`src/include/page_comp_cfg.svh`:
```
`ifndef PAGE_COMP_CFG_SVH
`define PAGE_COMP_CFG_SVH

// line and page geometry
`define PC_LINE_WIDTH 64
`define PC_PAGE_LINES 64
`define PC_CHUNK_LINES 16
`define PC_CHUNKS 4

// page buffer pointer, log2 of PC_PAGE_LINES
`define PC_PTR_WIDTH 6

// compress only when this many chunks are all zero
`define PC_MIN_ZERO_CHUNKS 3

// output FIFO entries
`define PC_OUT_DEPTH 4

`endif

```
`src/design/page_comp_pkg.sv`:
```
`include "page_comp_cfg.svh"

package page_comp_pkg;

    // one line on the input stream or out of the page buffer
    typedef struct packed {
        logic                      err;
        logic [`PC_LINE_WIDTH-1:0] data;
    } line_beat_t;

    // bit i set when chunk i is all zero
    typedef logic [`PC_CHUNKS-1:0] chunk_map_t;

    typedef struct packed {
        logic       busy;
        logic       done;
        logic       incompressible;
        logic       bus_error;
        chunk_map_t chunk_map;
        logic [4:0] out_lines;
    } comp_status_t;

    typedef enum logic [2:0] {
        IDLE,
        CHECK,
        DECIDE,
        META,
        LOAD_PTR,
        TRANSFER,
        DONE,
        BUS_ERROR
    } comp_state_e;

    typedef enum logic [3:0] {
        REG_CTRL   = 4'h0,
        REG_STATUS = 4'h4,
        REG_RESULT = 4'h8
    } reg_addr_e;

endpackage

```
`src/design/page_compressor.sv`:
```
`timescale 1ns/1ps
`include "page_comp_cfg.svh"

module page_compressor (
    input  logic                        clk_i,
    input  logic                        rst_ni,
    input  logic                        start,
    input  logic                        page_full,
    input  page_comp_pkg::line_beat_t   rd_beat,
    input  logic                        rd_valid,
    input  page_comp_pkg::chunk_map_t   chunk_map,
    input  logic                        map_valid,
    input  logic                        fifo_full,
    output logic                        rd_req,
    output logic                        ptr_load,
    output logic [`PC_PTR_WIDTH-1:0]    ptr_value,
    output logic                        page_release,
    output logic                        scan_clear,
    output logic                        scan_en,
    output logic                        push,
    output logic [`PC_LINE_WIDTH-1:0]   push_data,
    output page_comp_pkg::comp_status_t status
);
    import page_comp_pkg::*;

    comp_state_e            state;
    comp_state_e            state_d;
    logic [`PC_PTR_WIDTH:0] rd_cnt;
    chunk_map_t             map_q;
    logic [4:0]             out_lines;
    logic                   done_q;
    logic                   incomp_q;
    logic                   beat_err;

    assign beat_err     = rd_valid && rd_beat.err;
    assign scan_clear   = (state == IDLE) && start;
    assign scan_en      = (state == CHECK) && rd_valid;
    assign ptr_load     = (state == LOAD_PTR) && !(&map_q);
    assign page_release = (state == DONE);

    // in TRANSFER a read only goes out when its line is sure to fit in the FIFO
    assign rd_req = ((state == CHECK) && page_full &&
                     (rd_cnt < (`PC_PTR_WIDTH+1)'(`PC_PAGE_LINES))) ||
                    ((state == TRANSFER) && !fifo_full &&
                     (rd_cnt < (`PC_PTR_WIDTH+1)'(`PC_CHUNK_LINES)));

    assign push = ((state == META) && !fifo_full) ||
                  ((state == TRANSFER) && rd_valid && !rd_beat.err);
    assign push_data = (state == META) ? `PC_LINE_WIDTH'(map_q) : rd_beat.data;

    // first chunk that is not all zero
    always_comb begin
        ptr_value = '0;
        for (int i = `PC_CHUNKS - 1; i >= 0; i--) begin
            if (!map_q[i]) begin
                ptr_value = `PC_PTR_WIDTH'(i * `PC_CHUNK_LINES);
            end
        end
    end

    always_comb begin
        state_d = state;
        case (state)
            IDLE:     if (start) state_d = CHECK;
            CHECK: begin
                if (beat_err) begin
                    state_d = BUS_ERROR;
                end else if (map_valid) begin
                    state_d = DECIDE;
                end
            end
            DECIDE: begin
                if ($countones(map_q) < `PC_MIN_ZERO_CHUNKS) begin
                    state_d = DONE;
                end else begin
                    state_d = META;
                end
            end
            META:     if (!fifo_full) state_d = LOAD_PTR;
            LOAD_PTR: state_d = (&map_q) ? DONE : TRANSFER;
            TRANSFER: begin
                if (beat_err) begin
                    state_d = BUS_ERROR;
                end else if (push && out_lines == 5'(`PC_CHUNK_LINES)) begin
                    // map line plus the whole chunk are out
                    state_d = DONE;
                end
            end
            DONE:      state_d = IDLE;
            BUS_ERROR: state_d = BUS_ERROR;
            default:   state_d = IDLE;
        endcase
    end

    always_ff @(posedge clk_i or negedge rst_ni) begin
        if (!rst_ni) begin
            state     <= IDLE;
            rd_cnt    <= '0;
            map_q     <= '0;
            out_lines <= '0;
            done_q    <= 1'b0;
            incomp_q  <= 1'b0;
        end else begin
            state <= state_d;
            if (state == IDLE || state == LOAD_PTR) begin
                rd_cnt <= '0;
            end else if (rd_req) begin
                rd_cnt <= rd_cnt + 1'b1;
            end
            if (scan_clear) begin
                map_q     <= '0;
                out_lines <= '0;
                done_q    <= 1'b0;
                incomp_q  <= 1'b0;
            end else begin
                if (state == CHECK && map_valid) map_q <= chunk_map;
                if (push) out_lines <= out_lines + 1'b1;
                if (state == DONE) done_q <= 1'b1;
                if (state == DECIDE && state_d == DONE) incomp_q <= 1'b1;
            end
        end
    end

    assign status = '{
        busy:           (state != IDLE) && (state != BUS_ERROR),
        done:           done_q,
        incompressible: incomp_q,
        bus_error:      (state == BUS_ERROR),
        chunk_map:      map_q,
        out_lines:      out_lines
    };

    a_state_known: assert property (
        @(posedge clk_i) disable iff (!rst_ni) !$isunknown(state)
    );

endmodule

```
`config.mk`:
```
export PLATFORM = sky130hd
export DESIGN_NAME = page_compressor
export DESIGN_NICKNAME = d
export VERILOG_FILES = /design/src/design/page_comp_pkg.sv /design/src/design/page_compressor.sv
export VERILOG_INCLUDE_DIRS = /design/src /design/src/include
export SDC_FILE = /design/constraint.sdc
export NUM_CORES = 1
export LEC_CHECK = 0
export BUFFER_PORTS_ARGS = -buffer_cell sky130_fd_sc_hd__buf_2
export CAP_MARGIN = 30
export CORE_MARGIN = 2
export CORE_UTILIZATION = 38
export CTS_CLUSTER_DIAMETER = 30
export DETAILED_ROUTE_END_ITERATION = 8
export PLACE_DENSITY = 0.92
export SYNTH_ARGS = -nofsm -noshare
export SYNTH_HDL_FRONTEND = slang
export SYNTH_SLANG_ARGS = --single-unit
```
`constraint.sdc`:
```
create_clock -name clk_i -period 3.1 [get_ports clk_i]
set_clock_uncertainty 0.2 [all_clocks]
set_input_delay 0.93 -clock clk_i [delete_from_list [all_inputs] [get_ports clk_i]]
set_output_delay 0.93 -clock clk_i [all_outputs]
set_load 0.05 [all_outputs]
```
==> results of run 1 <==
==> path summary, 6_finish.rpt <==
check                             to  slack, ns       from
max reg2reg                 state[0]       0.62   map_q[0]
min reg2reg                   done_q       0.28     done_q
min                           done_q       0.28     done_q
max                           rd_req      -0.03  fifo_full
max in group asynchronous   state[1]       1.94     rst_ni
min in group asynchronous  rd_cnt[6]       0.41     rst_ni
==> layer usage <==
| layer | global-route usage | up-vias |
|---|---|---|
| met5 | 0 | - |
| met4 | 0.0242 | 0 |
| met3 | 0.0576 | 4 |
| met2 | 0.348 | 111 |
| met1 | 0.287 | 992 |
| li1 | - | 1096 |
==> Yosys cell counts, types with 3 or more instances <==
| master | number |
|---|---|
| ha_1 | 6 |
| nor2_1 | 16 |
| o21ai_0 | 8 |
| nand3_1 | 7 |
| nand2_1 | 20 |
| inv_1 | 10 |
| mux2i_1 | 3 |
| and2_1 | 61 |
| clkbuf_1 | 9 |
| xnor2_1 | 5 |
| dfrtp_1 | 21 |
| o31ai_1 | 4 |
| and3_1 | 4 |
| buf_4 | 6 |
| a21oi_1 | 11 |
| nand4_1 | 4 |
| a211oi_1 | 3 |
==> stage by stage <==
step                      hold WS, ns  area [sq um]  power [W]   util  std cells
after global placement          0.259          2730    0.00224  0.582        440
after CTS                       0.283          2820    0.00250  0.601        447
after floorplan                 0.251          1870    0.00185      -        235
final                           0.281          2840    0.00250  0.604        448
after detailed placement        0.264          2730    0.00228  0.582        440
after global routing            0.309          2830    0.00267  0.604        447
==> final cells by class <==
type | count | area, sq um | area share
multi-input combinational | 184 | 1220 | 0.431
antenna | 1 | 2.50 | 0.000883
sequential | 21 | 528 | 0.186
tap | 54 | 67.6 | 0.0238
inverter | 11 | 41.3 | 0.0146
timing repair buffer | 173 | 930 | 0.328
clock buffer | 4 | 45.0 | 0.0159
==> report_power, final <==
| part | switching, W | internal, W |
|---|---|---|
| combinational | 0.00130 | 0.000526 |
| clock | 0.0000885 | 0.0000914 |
| sequential | 0.000137 | 0.000363 |
| total | 0.00152 | 0.000980 |
==> cells by family after synthesis <==
logic type      after synthesis  share of synthesized area
compound gates               42                      0.164
xor+xnor                      5                     0.0239
fa+ha+maj                     7                     0.0520
buf+inv                      30                     0.0752
flops                        21                      0.287
mux                           4                     0.0226
other cells                   1                    0.00205
simple gates                122                      0.373
==> state kept, by name, summed over array words and instances (netlist names) <==
signal / flops
rd_cnt: 7
out_lines: 5
map_q: 4
state: 3
done_q: 1
incomp_q: 1
==> timing repair <==
item	in CTS	in global routing
buffers inserted	3	0
endpoints found under the setup margin	2	3
pin swaps	4	1
resized for setup	6	4
hold buffers	0	0
==> impl_metrics.csv, run 1 <==
group,metric,value,unit
clocking,clk_latency,0.26,ns
placement,post-dp-hpwl,4.91,mm
logic_synthesis,ys_seq_elements,21,
sta,setup_ws,-0.0304,ns
route,drtPass1Iterations,4,
clocking,cts-root-buf,"clkbuf_8",
worst_setup_path,critPathTopFamily,"simple AND/OR/NAND/NOR gates",
clocking,cts_max_path_buffers,2,
grt,grt_pass1_wl,9.11,mm
die,start_util,0.390,
worst_setup_path,crit_chain,"buf_6 > or4b_4 > a21o_4 > nor2_4 > buf_6",
grt,grt_max_degree,68,
pwr,power_leakage,1.52,nW
run_status,status,"finished with violations",
clocking,cts_inserted_buffers,3,
sta,rsz0062_at_grt,"true",
final_layout,layout_commonest_cell,"buf_2",
logic_synthesis,syn_area_per_cell,7.88,sq um
logic_synthesis,netlist_area,1830,sq um
pwr,powerDensity,883,nW/um^2
hold_path,whs_path_depth,1,
logic_synthesis,netlist.area_leader.share,0.287,
route,drt-total-wl,6.08,mm
route,ant_nets,0,
sta,final_max_slew_viol_count,0,
route,drt-initial-drc-count,100,
grt,antenna_found_initial,0,
route,wl_met1,2.65,mm
worst_setup_path,path_common_cell,"buf_6",
final_layout,drive_gt1_frac,0.489,
clocking,h-tree-depth,1,
worst_setup_path,path_class,"primary input to primary output",
final_layout,area_growth,55.0,%
final_layout,fillerInstances,410,
route,dr_wl_met3,572,um
die,core,4690,sq um
logic_synthesis,yosys_most_used_dff,"dfrtp_1",
die,io_pins,165,
worst_setup_path,critical_path_depth,5,
die,die_area,5380,sq um
die,die_w,73.4,um
placement,place_congestion,0.909,
sta,final-setup-viol-count,1,
grt,grt_overflow,0,
route,via_per_inst,4.92,
worst_setup_path,cp_num_buf_inv,2,
route,top_layer_used,"met4",
sta,fin_tns_setup,-0.0304,ns
worst_setup_path,worst-r2r-cell-count,9,
pwr,vdd_drop_max,570,uV
sta,hold_viol_final,0,
route,vias,2203,
run_status,violations,"setup timing",
die,fp-row-count,25,
sta,finalCriticalPeriod,3.13,ns
logic_synthesis,ys_warn_count,0,
clocking,cts_tree,"built",
grt,grt_usage,0.212,
run,maxCapViolCount,0,
hold_path,hold_path.class,"register to register",
clocking,path_clk_slew,0.08,ns
placement,post-place-ws,-0.195,ns
logic_synthesis,async_flop_share,1.00,
final_layout,layout_common_cells,"buf_2, and2_1, nand2_1",
worst_setup_path,worstSetupEndpointType,"primary output",
route,wl_met2,2.85,mm
logic_synthesis,synth.distinct_cells,43,
logic_synthesis,netlist_instances,232,
final_layout,fin_nets,477,
worst_setup_path,arrival,2.00,ns
worst_setup_path,worstPathRequired,1.97,ns
worst_setup_path,cp_slowest_cell,"or4b_4",
worst_setup_path,crit_fanout,2,
logic_synthesis,seq_area_frac_synth,0.287,
placement,portBuffers,160,
logic_synthesis,synth_area_leader_cell,"dfrtp_1",
die,die_h,73.4,um
logic_synthesis,synth.area.top_cells,"dfrtp_1, and2_1, ha_1",
route,drc,0,
grt,grt_pass1_vias,1965,
worst_setup_path,critPathMaxStageDelay,0.49,ns
sta,fmax,319,MHz
worst_setup_path,start_kind,"primary input",
logic_synthesis,synth_edf_count,0,
route,routedWlPerCell,13.6,um
sta,final.period_utilization,1.01,
clocking,cts_num_sinks,21,
Power figures use the tool's default switching activity.
==> run 2: changes to the inputs <==
- CORE_UTILIZATION: 38 -> 39
- CTS_BUF_LIST: not set -> sky130_fd_sc_hd__clkbuf_8
- PLACE_DENSITY: 0.92 -> 0.83
==> run 2 against run 1 <==
Effect of this change:
- the flow still finishes with violations (setup timing)
- count of clock-buffer cells in the layout shrank 1
- register-to-register slack barely moved
- sequential power fell by 3%
- setup slack gained 0.021 ns
- non-clock buffer count rose by 2
- critical path depth unchanged
- cell count shrank 0.22%
- total power fell by 1.2%
- routed wire length down 7.1%
- fmax rose by 0.68%
- critical path type unchanged
- largest cell class unchanged
- largest power group unchanged
- highest routed layer unchanged
==> impl_metrics.csv, run 2 (synthesized netlist as in run 1, its figures left out) <==
group,metric,value,unit
run_status,status,"finished with violations",
run_status,violations,"setup timing",
grt,grt_usage,0.206,
route,ant_nets,0,
placement,post-place-ws,-0.169,ns
route,drt-initial-drc-count,72,
final_layout,fin_nets,479,
clocking,h-tree-depth,1,
final_layout,fillerInstances,382,
worst_setup_path,arrival,1.98,ns
route,drc,0,
route,routedWlPerCell,12.6,um
route,vias,2160,
die,io_pins,165,
worst_setup_path,crit_chain,"buf_6 > or4b_4 > a21o_1 > nor2_4 > buf_6",
worst_setup_path,path_class,"primary input to primary output",
die,die_area,5250,sq um
route,drtPass1Iterations,4,
sta,setup_ws,-0.00942,ns
sta,final_max_slew_viol_count,0,
grt,grt_overflow,0,
pwr,powerDensity,874,nW/um^2
placement,portBuffers,160,
hold_path,hold_path.class,"register to register",
worst_setup_path,cp_slowest_cell,"or4b_4",
final_layout,area_growth,54.7,%
worst_setup_path,critPathMaxStageDelay,0.47,ns
grt,grt_max_degree,57,
sta,final-setup-viol-count,1,
final_layout,layout_commonest_cell,"buf_2",
route,drt-total-wl,5.65,mm
run,maxCapViolCount,0,
die,fp-row-count,24,
clocking,cts_setup_buffers,0,
worst_setup_path,cp_num_buf_inv,2,
sta,finalCriticalPeriod,3.11,ns
clocking,cts_inserted_buffers,3,
clocking,ctsHoldBuffers,0,
worst_setup_path,worstSetupEndpointType,"primary output",
sta,fin_tns_setup,-0.00942,ns
worst_setup_path,crit_fanout,2,
worst_setup_path,start_kind,"primary input",
die,core,4440,sq um
grt,antenna_found_initial,0,
worst_setup_path,r2r-start,"map_q[0]",
final_layout,antenna_cells,0,
final_layout,largest_reg_flops,7,
clocking,clk_latency,0.26,ns
final_layout,layout_common_cells,"buf_2, and2_1, dfrtp_1",
clocking,cts_num_sinks,21,
sta,final.period_utilization,1.00,
grt,grt_pass1_vias,2025,
hold_path,hold_start,"done_q",
clocking,path_clk_slew,0.07,ns
placement,post-dp-hpwl,4.60,mm
die,die_w,72.5,um
worst_setup_path,worst-r2r-cell-count,9,
die,die_h,72.5,um
grt,grt_pass1_wl,8.87,mm
hold_path,whs_path_depth,1,
final_layout,largest_register,"rd_cnt",
sta,fmax,322,MHz
die,start_util,0.412,
worst_setup_path,path_common_cell,"buf_6",
sta,rsz0062_at_grt,"true",
pwr,power_leakage,1.53,nW
worst_setup_path,crit_path_start,"fifo_full",
clocking,cts-root-buf,"clkbuf_8",
worst_setup_path,critPathTopFamily,"simple AND/OR/NAND/NOR gates",
placement,place_congestion,0.869,
sta,hold_viol_final,0,
clocking,cts_tree,"built",
worst_setup_path,worstPathRequired,1.97,ns
worst_setup_path,critical_path_depth,5,
final_layout,instances_no_fill,447,
final_layout,top_regs,"rd_cnt x7, out_lines x5, map_q x4",
pwr,vdd_drop_max,619,uV
clocking,cts_max_path_buffers,2,
placement,dp.cells,443,
final_layout,drive_gt1_frac,0.478,
route,via_per_inst,4.83,
-- run 2: cell types whose count changed in the layout (fill, tap and decap cells not counted), sizes merged --
| cell | delta |
|---|---|
| inv | +1 |
| clkbuf | -1 |
| diode | -1 |
| buf | +2 |
-- run 2: final cells by class --
cell class              instances  area (sq um)  share of cell area
flip-flops and latches         21           526               0.186
multi-input cells             184          1210               0.427
repair buffers                175           945               0.334
well taps                      52          65.1              0.0230
clock buffers                   3          41.3              0.0146
clock inverters                 1          3.75             0.00133
inverters                      11          41.3              0.0146
-- run 2: worst paths after layout --
path | slack, ns | end
setup reg to reg | 0.61 | state[2]
hold / removal | 0.27 | done_q
setup / recovery | -0.009 | rd_req
min in group asynchronous | 0.41 | out_lines[3]
max in group asynchronous | 1.97 | rd_cnt[0]
hold reg to reg | 0.27 | done_q
-- run 2: power breakdown --
group	internal (W)	leakage [nW]	total, W	switching, W
sequential	0.000360	0.270	0.000486	0.000125
combinational	0.000521	1.23	0.00182	0.00130
clock	0.0000882	0.0269	0.000171	0.0000827
-- run 2: metrics by stage --
stage	util	total power, W	hold slack (ns)	instance area, sq um
floorplan	-	0.00185	0.251	1870
global placement	0.622	0.00226	0.260	2770
detailed placement	0.622	0.00229	0.262	2770
CTS	0.637	0.00249	0.279	2830
global route	0.637	0.00265	0.319	2830
finish	0.637	0.00247	0.274	2830
-- run 2: what timing repair did --
item                                    in CTS  in global routing
gates resized for setup                      5                  0
endpoints found under the setup margin       2                  1
pin swaps                                    2                  0
-- run 2: layer usage --
| metal | up-vias | wire (um) | GRT usage | share of wire |
|---|---|---|---|---|
| met3 | 8 | 341 | 0.0306 | 0.060 |
| met5 | - | 0 | 0 | 0 |
| met2 | 86 | 2880 | 0.378 | 0.51 |
| met1 | 961 | 2370 | 0.254 | 0.42 |
| met4 | 0 | 58 | 0.0494 | 0.010 |
| li1 | 1105 | - | - | - |
==> run 3: changes to the inputs <==
- BUFFER_PORTS_ARGS: -buffer_cell sky130_fd_sc_hd__buf_2 -> -buffer_cell sky130_fd_sc_hd__clkbuf_2
==> run 3 against run 2 <==
Effect of this change:
- the run still ends with setup timing left
- hold slack improved by 0.0063 ns
- cell count grew 0.45%
- critical path depth unchanged
- clock power rose by 2%
- register-to-register slack improved by 0.06 ns
- via count down 0.32%
- total power grew 1.7%
- flip-flop and latch count did not move
- count of clock-buffer cells in the layout stayed put
- global-route usage is 0.082 points higher
- largest cell class unchanged
==> impl_metrics.csv, run 3 (synthesized netlist as in run 1, its figures left out) <==
group,metric,value,unit
run_status,status,"finished with violations",
run_status,violations,"setup timing",
clocking,cts_num_sinks,21,
worst_setup_path,crit_path_start,"fifo_full",
grt,antenna_found_initial,0,
final_layout,area_growth,56.6,%
route,vias,2153,
final_layout,antenna_cells,0,
placement,dpl_cell_area,2800,sq um
worst_setup_path,r2r-start,"map_q[0]",
sta,final_max_slew_viol_count,0,
worst_setup_path,arrival,1.99,ns
grt,grt_usage,0.207,
final_layout,instances_no_fill,449,
final_layout,fillerInstances,361,
sta,final.period_utilization,1.01,
die,io_pins,165,
worst_setup_path,path_class,"primary input to primary output",
clocking,cts_tree,"built",
die,die_area,5250,sq um
sta,hold_viol_final,0,
final_layout,largest_register,"rd_cnt",
final_layout,fin_nets,481,
clocking,cts_inserted_buffers,3,
clocking,cts-root-buf,"clkbuf_8",
die,fp-row-count,24,
die,die_w,72.5,um
sta,final-setup-viol-count,1,
clocking,clk_latency,0.26,ns
placement,post-dp-hpwl,4.56,mm
placement,place_congestion,0.921,
route,drtPass1Iterations,4,
worst_setup_path,worstSetupEndpointType,"primary output",
pwr,vdd_drop_max,668,uV
grt,grt_max_degree,22,
run,maxCapViolCount,0,
final_layout,seq_area,526,sq um
route,ant_nets,0,
final_layout,layout_common_cells,"clkbuf_2, and2_1, dfrtp_1",
placement,dp.cells,445,
final_layout,layout_commonest_cell,"clkbuf_2",
clocking,cts_max_path_buffers,2,
worst_setup_path,crit_fanout,3,
final_layout,largest_reg_flops,7,
final_layout,drive_gt1_frac,0.484,
clocking,h-tree-depth,1,
clocking,cts_setup_buffers,0,
die,start_util,0.412,
clocking,ctsHoldBuffers,0,
hold_path,hold_start,"done_q",
route,via_per_inst,4.80,
route,drt-total-wl,5.55,mm
grt,grt_pass1_vias,1988,
clocking,path_clk_slew,0.07,ns
sta,slew_headroom,0.655,
worst_setup_path,worstPathRequired,1.97,ns
pwr,power_leakage,1.56,nW
pwr,powerDensity,878,nW/um^2
die,die_h,72.5,um
route,drt-initial-drc-count,50,
route,routedWlPerCell,12.4,um
final_layout,multiInputGateArea,1220,sq um
grt,grt_pass1_wl,8.76,mm
hold_path,hold_path.class,"register to register",
placement,portBuffers,160,
die,core,4440,sq um
worst_setup_path,start_kind,"primary input",
sta,rsz0062_at_grt,"true",
final_layout,top_regs,"rd_cnt x7, out_lines x5, map_q x4",
sta,fmax,321,MHz
sta,tightest_slew,0.518,ns
route,drc,0,
grt,grt_overflow,0,
sta,finalCriticalPeriod,3.12,ns
sta,setup_ws,-0.0159,ns
pwr,finalPower,0.00252,W
final_layout,final_area,2860,sq um
-- run 3: critical path: stages --
cell and delay (ns):
clkbuf_2 0.10, or4b_4 0.48, a21o_1 0.21, nor2_4 0.12, buf_12 0.14
-- run 3: layer usage --
metal / wire [um] / vias to the layer above / GRT usage
li1: - / 1106 / -
met1: 2350 / 958 / 0.259
met2: 2800 / 85 / 0.369
met3: 352 / 4 / 0.0333
met4: 47 / 0 / 0.0576
met5: 0 / - / 0
-- run 3: final cells by class --
type / instances / share of cell area
Sequential cell: 21 / 0.183
Clock buffer: 3 / 0.0144
Clock inverter: 1 / 0.00131
Inverter: 11 / 0.0144
Timing Repair Buffer: 177 / 0.338
Multi-Input combinational cell: 184 / 0.426
Tap cell: 52 / 0.0227
-- run 3: power by group --
part | internal [W] | total, W | switching (W) | leakage, nW
Clock | 0.0000883 | 0.000175 | 0.0000864 | 0.0269
Combinational | 0.000544 | 0.00187 | 0.00132 | 1.26
Sequential | 0.000361 | 0.000475 | 0.000114 | 0.270
Total | 0.000993 | 0.00252 | 0.00152 | 1.56
-- run 3: path summary, 6_finish.rpt --
check                           end  slack, ns  cells after the start
min in group asynchronous    done_q       0.42                      1
max reg2reg                state[0]       0.67                      9
max in group asynchronous  state[1]       1.92                      1
min                          done_q       0.28                      1
max                          rd_req      -0.02                      5
min reg2reg                  done_q       0.28                      1
-- run 3: repair_timing --
action / CTS / global route
endpoints found under the setup margin: 2 / 5
resized for setup: 3 / 2
pin swaps: 2 / 2
-- run 3: stage by stage --
step	hold WS (ns)	util	setup slack [ns]	TNS, ns
6_report	0.280	0.644	-0.0159	-0.0159
5_1_grt	0.323	0.644	-0.0531	-0.0531
4_1_cts	0.285	0.642	-0.0199	-0.0219
3_5_place_dp	0.268	0.630	-0.0947	-0.161
3_3_place_gp	0.260	0.630	-0.0743	-0.138
2_1_floorplan	0.251	-	-0.0180	-0.0227
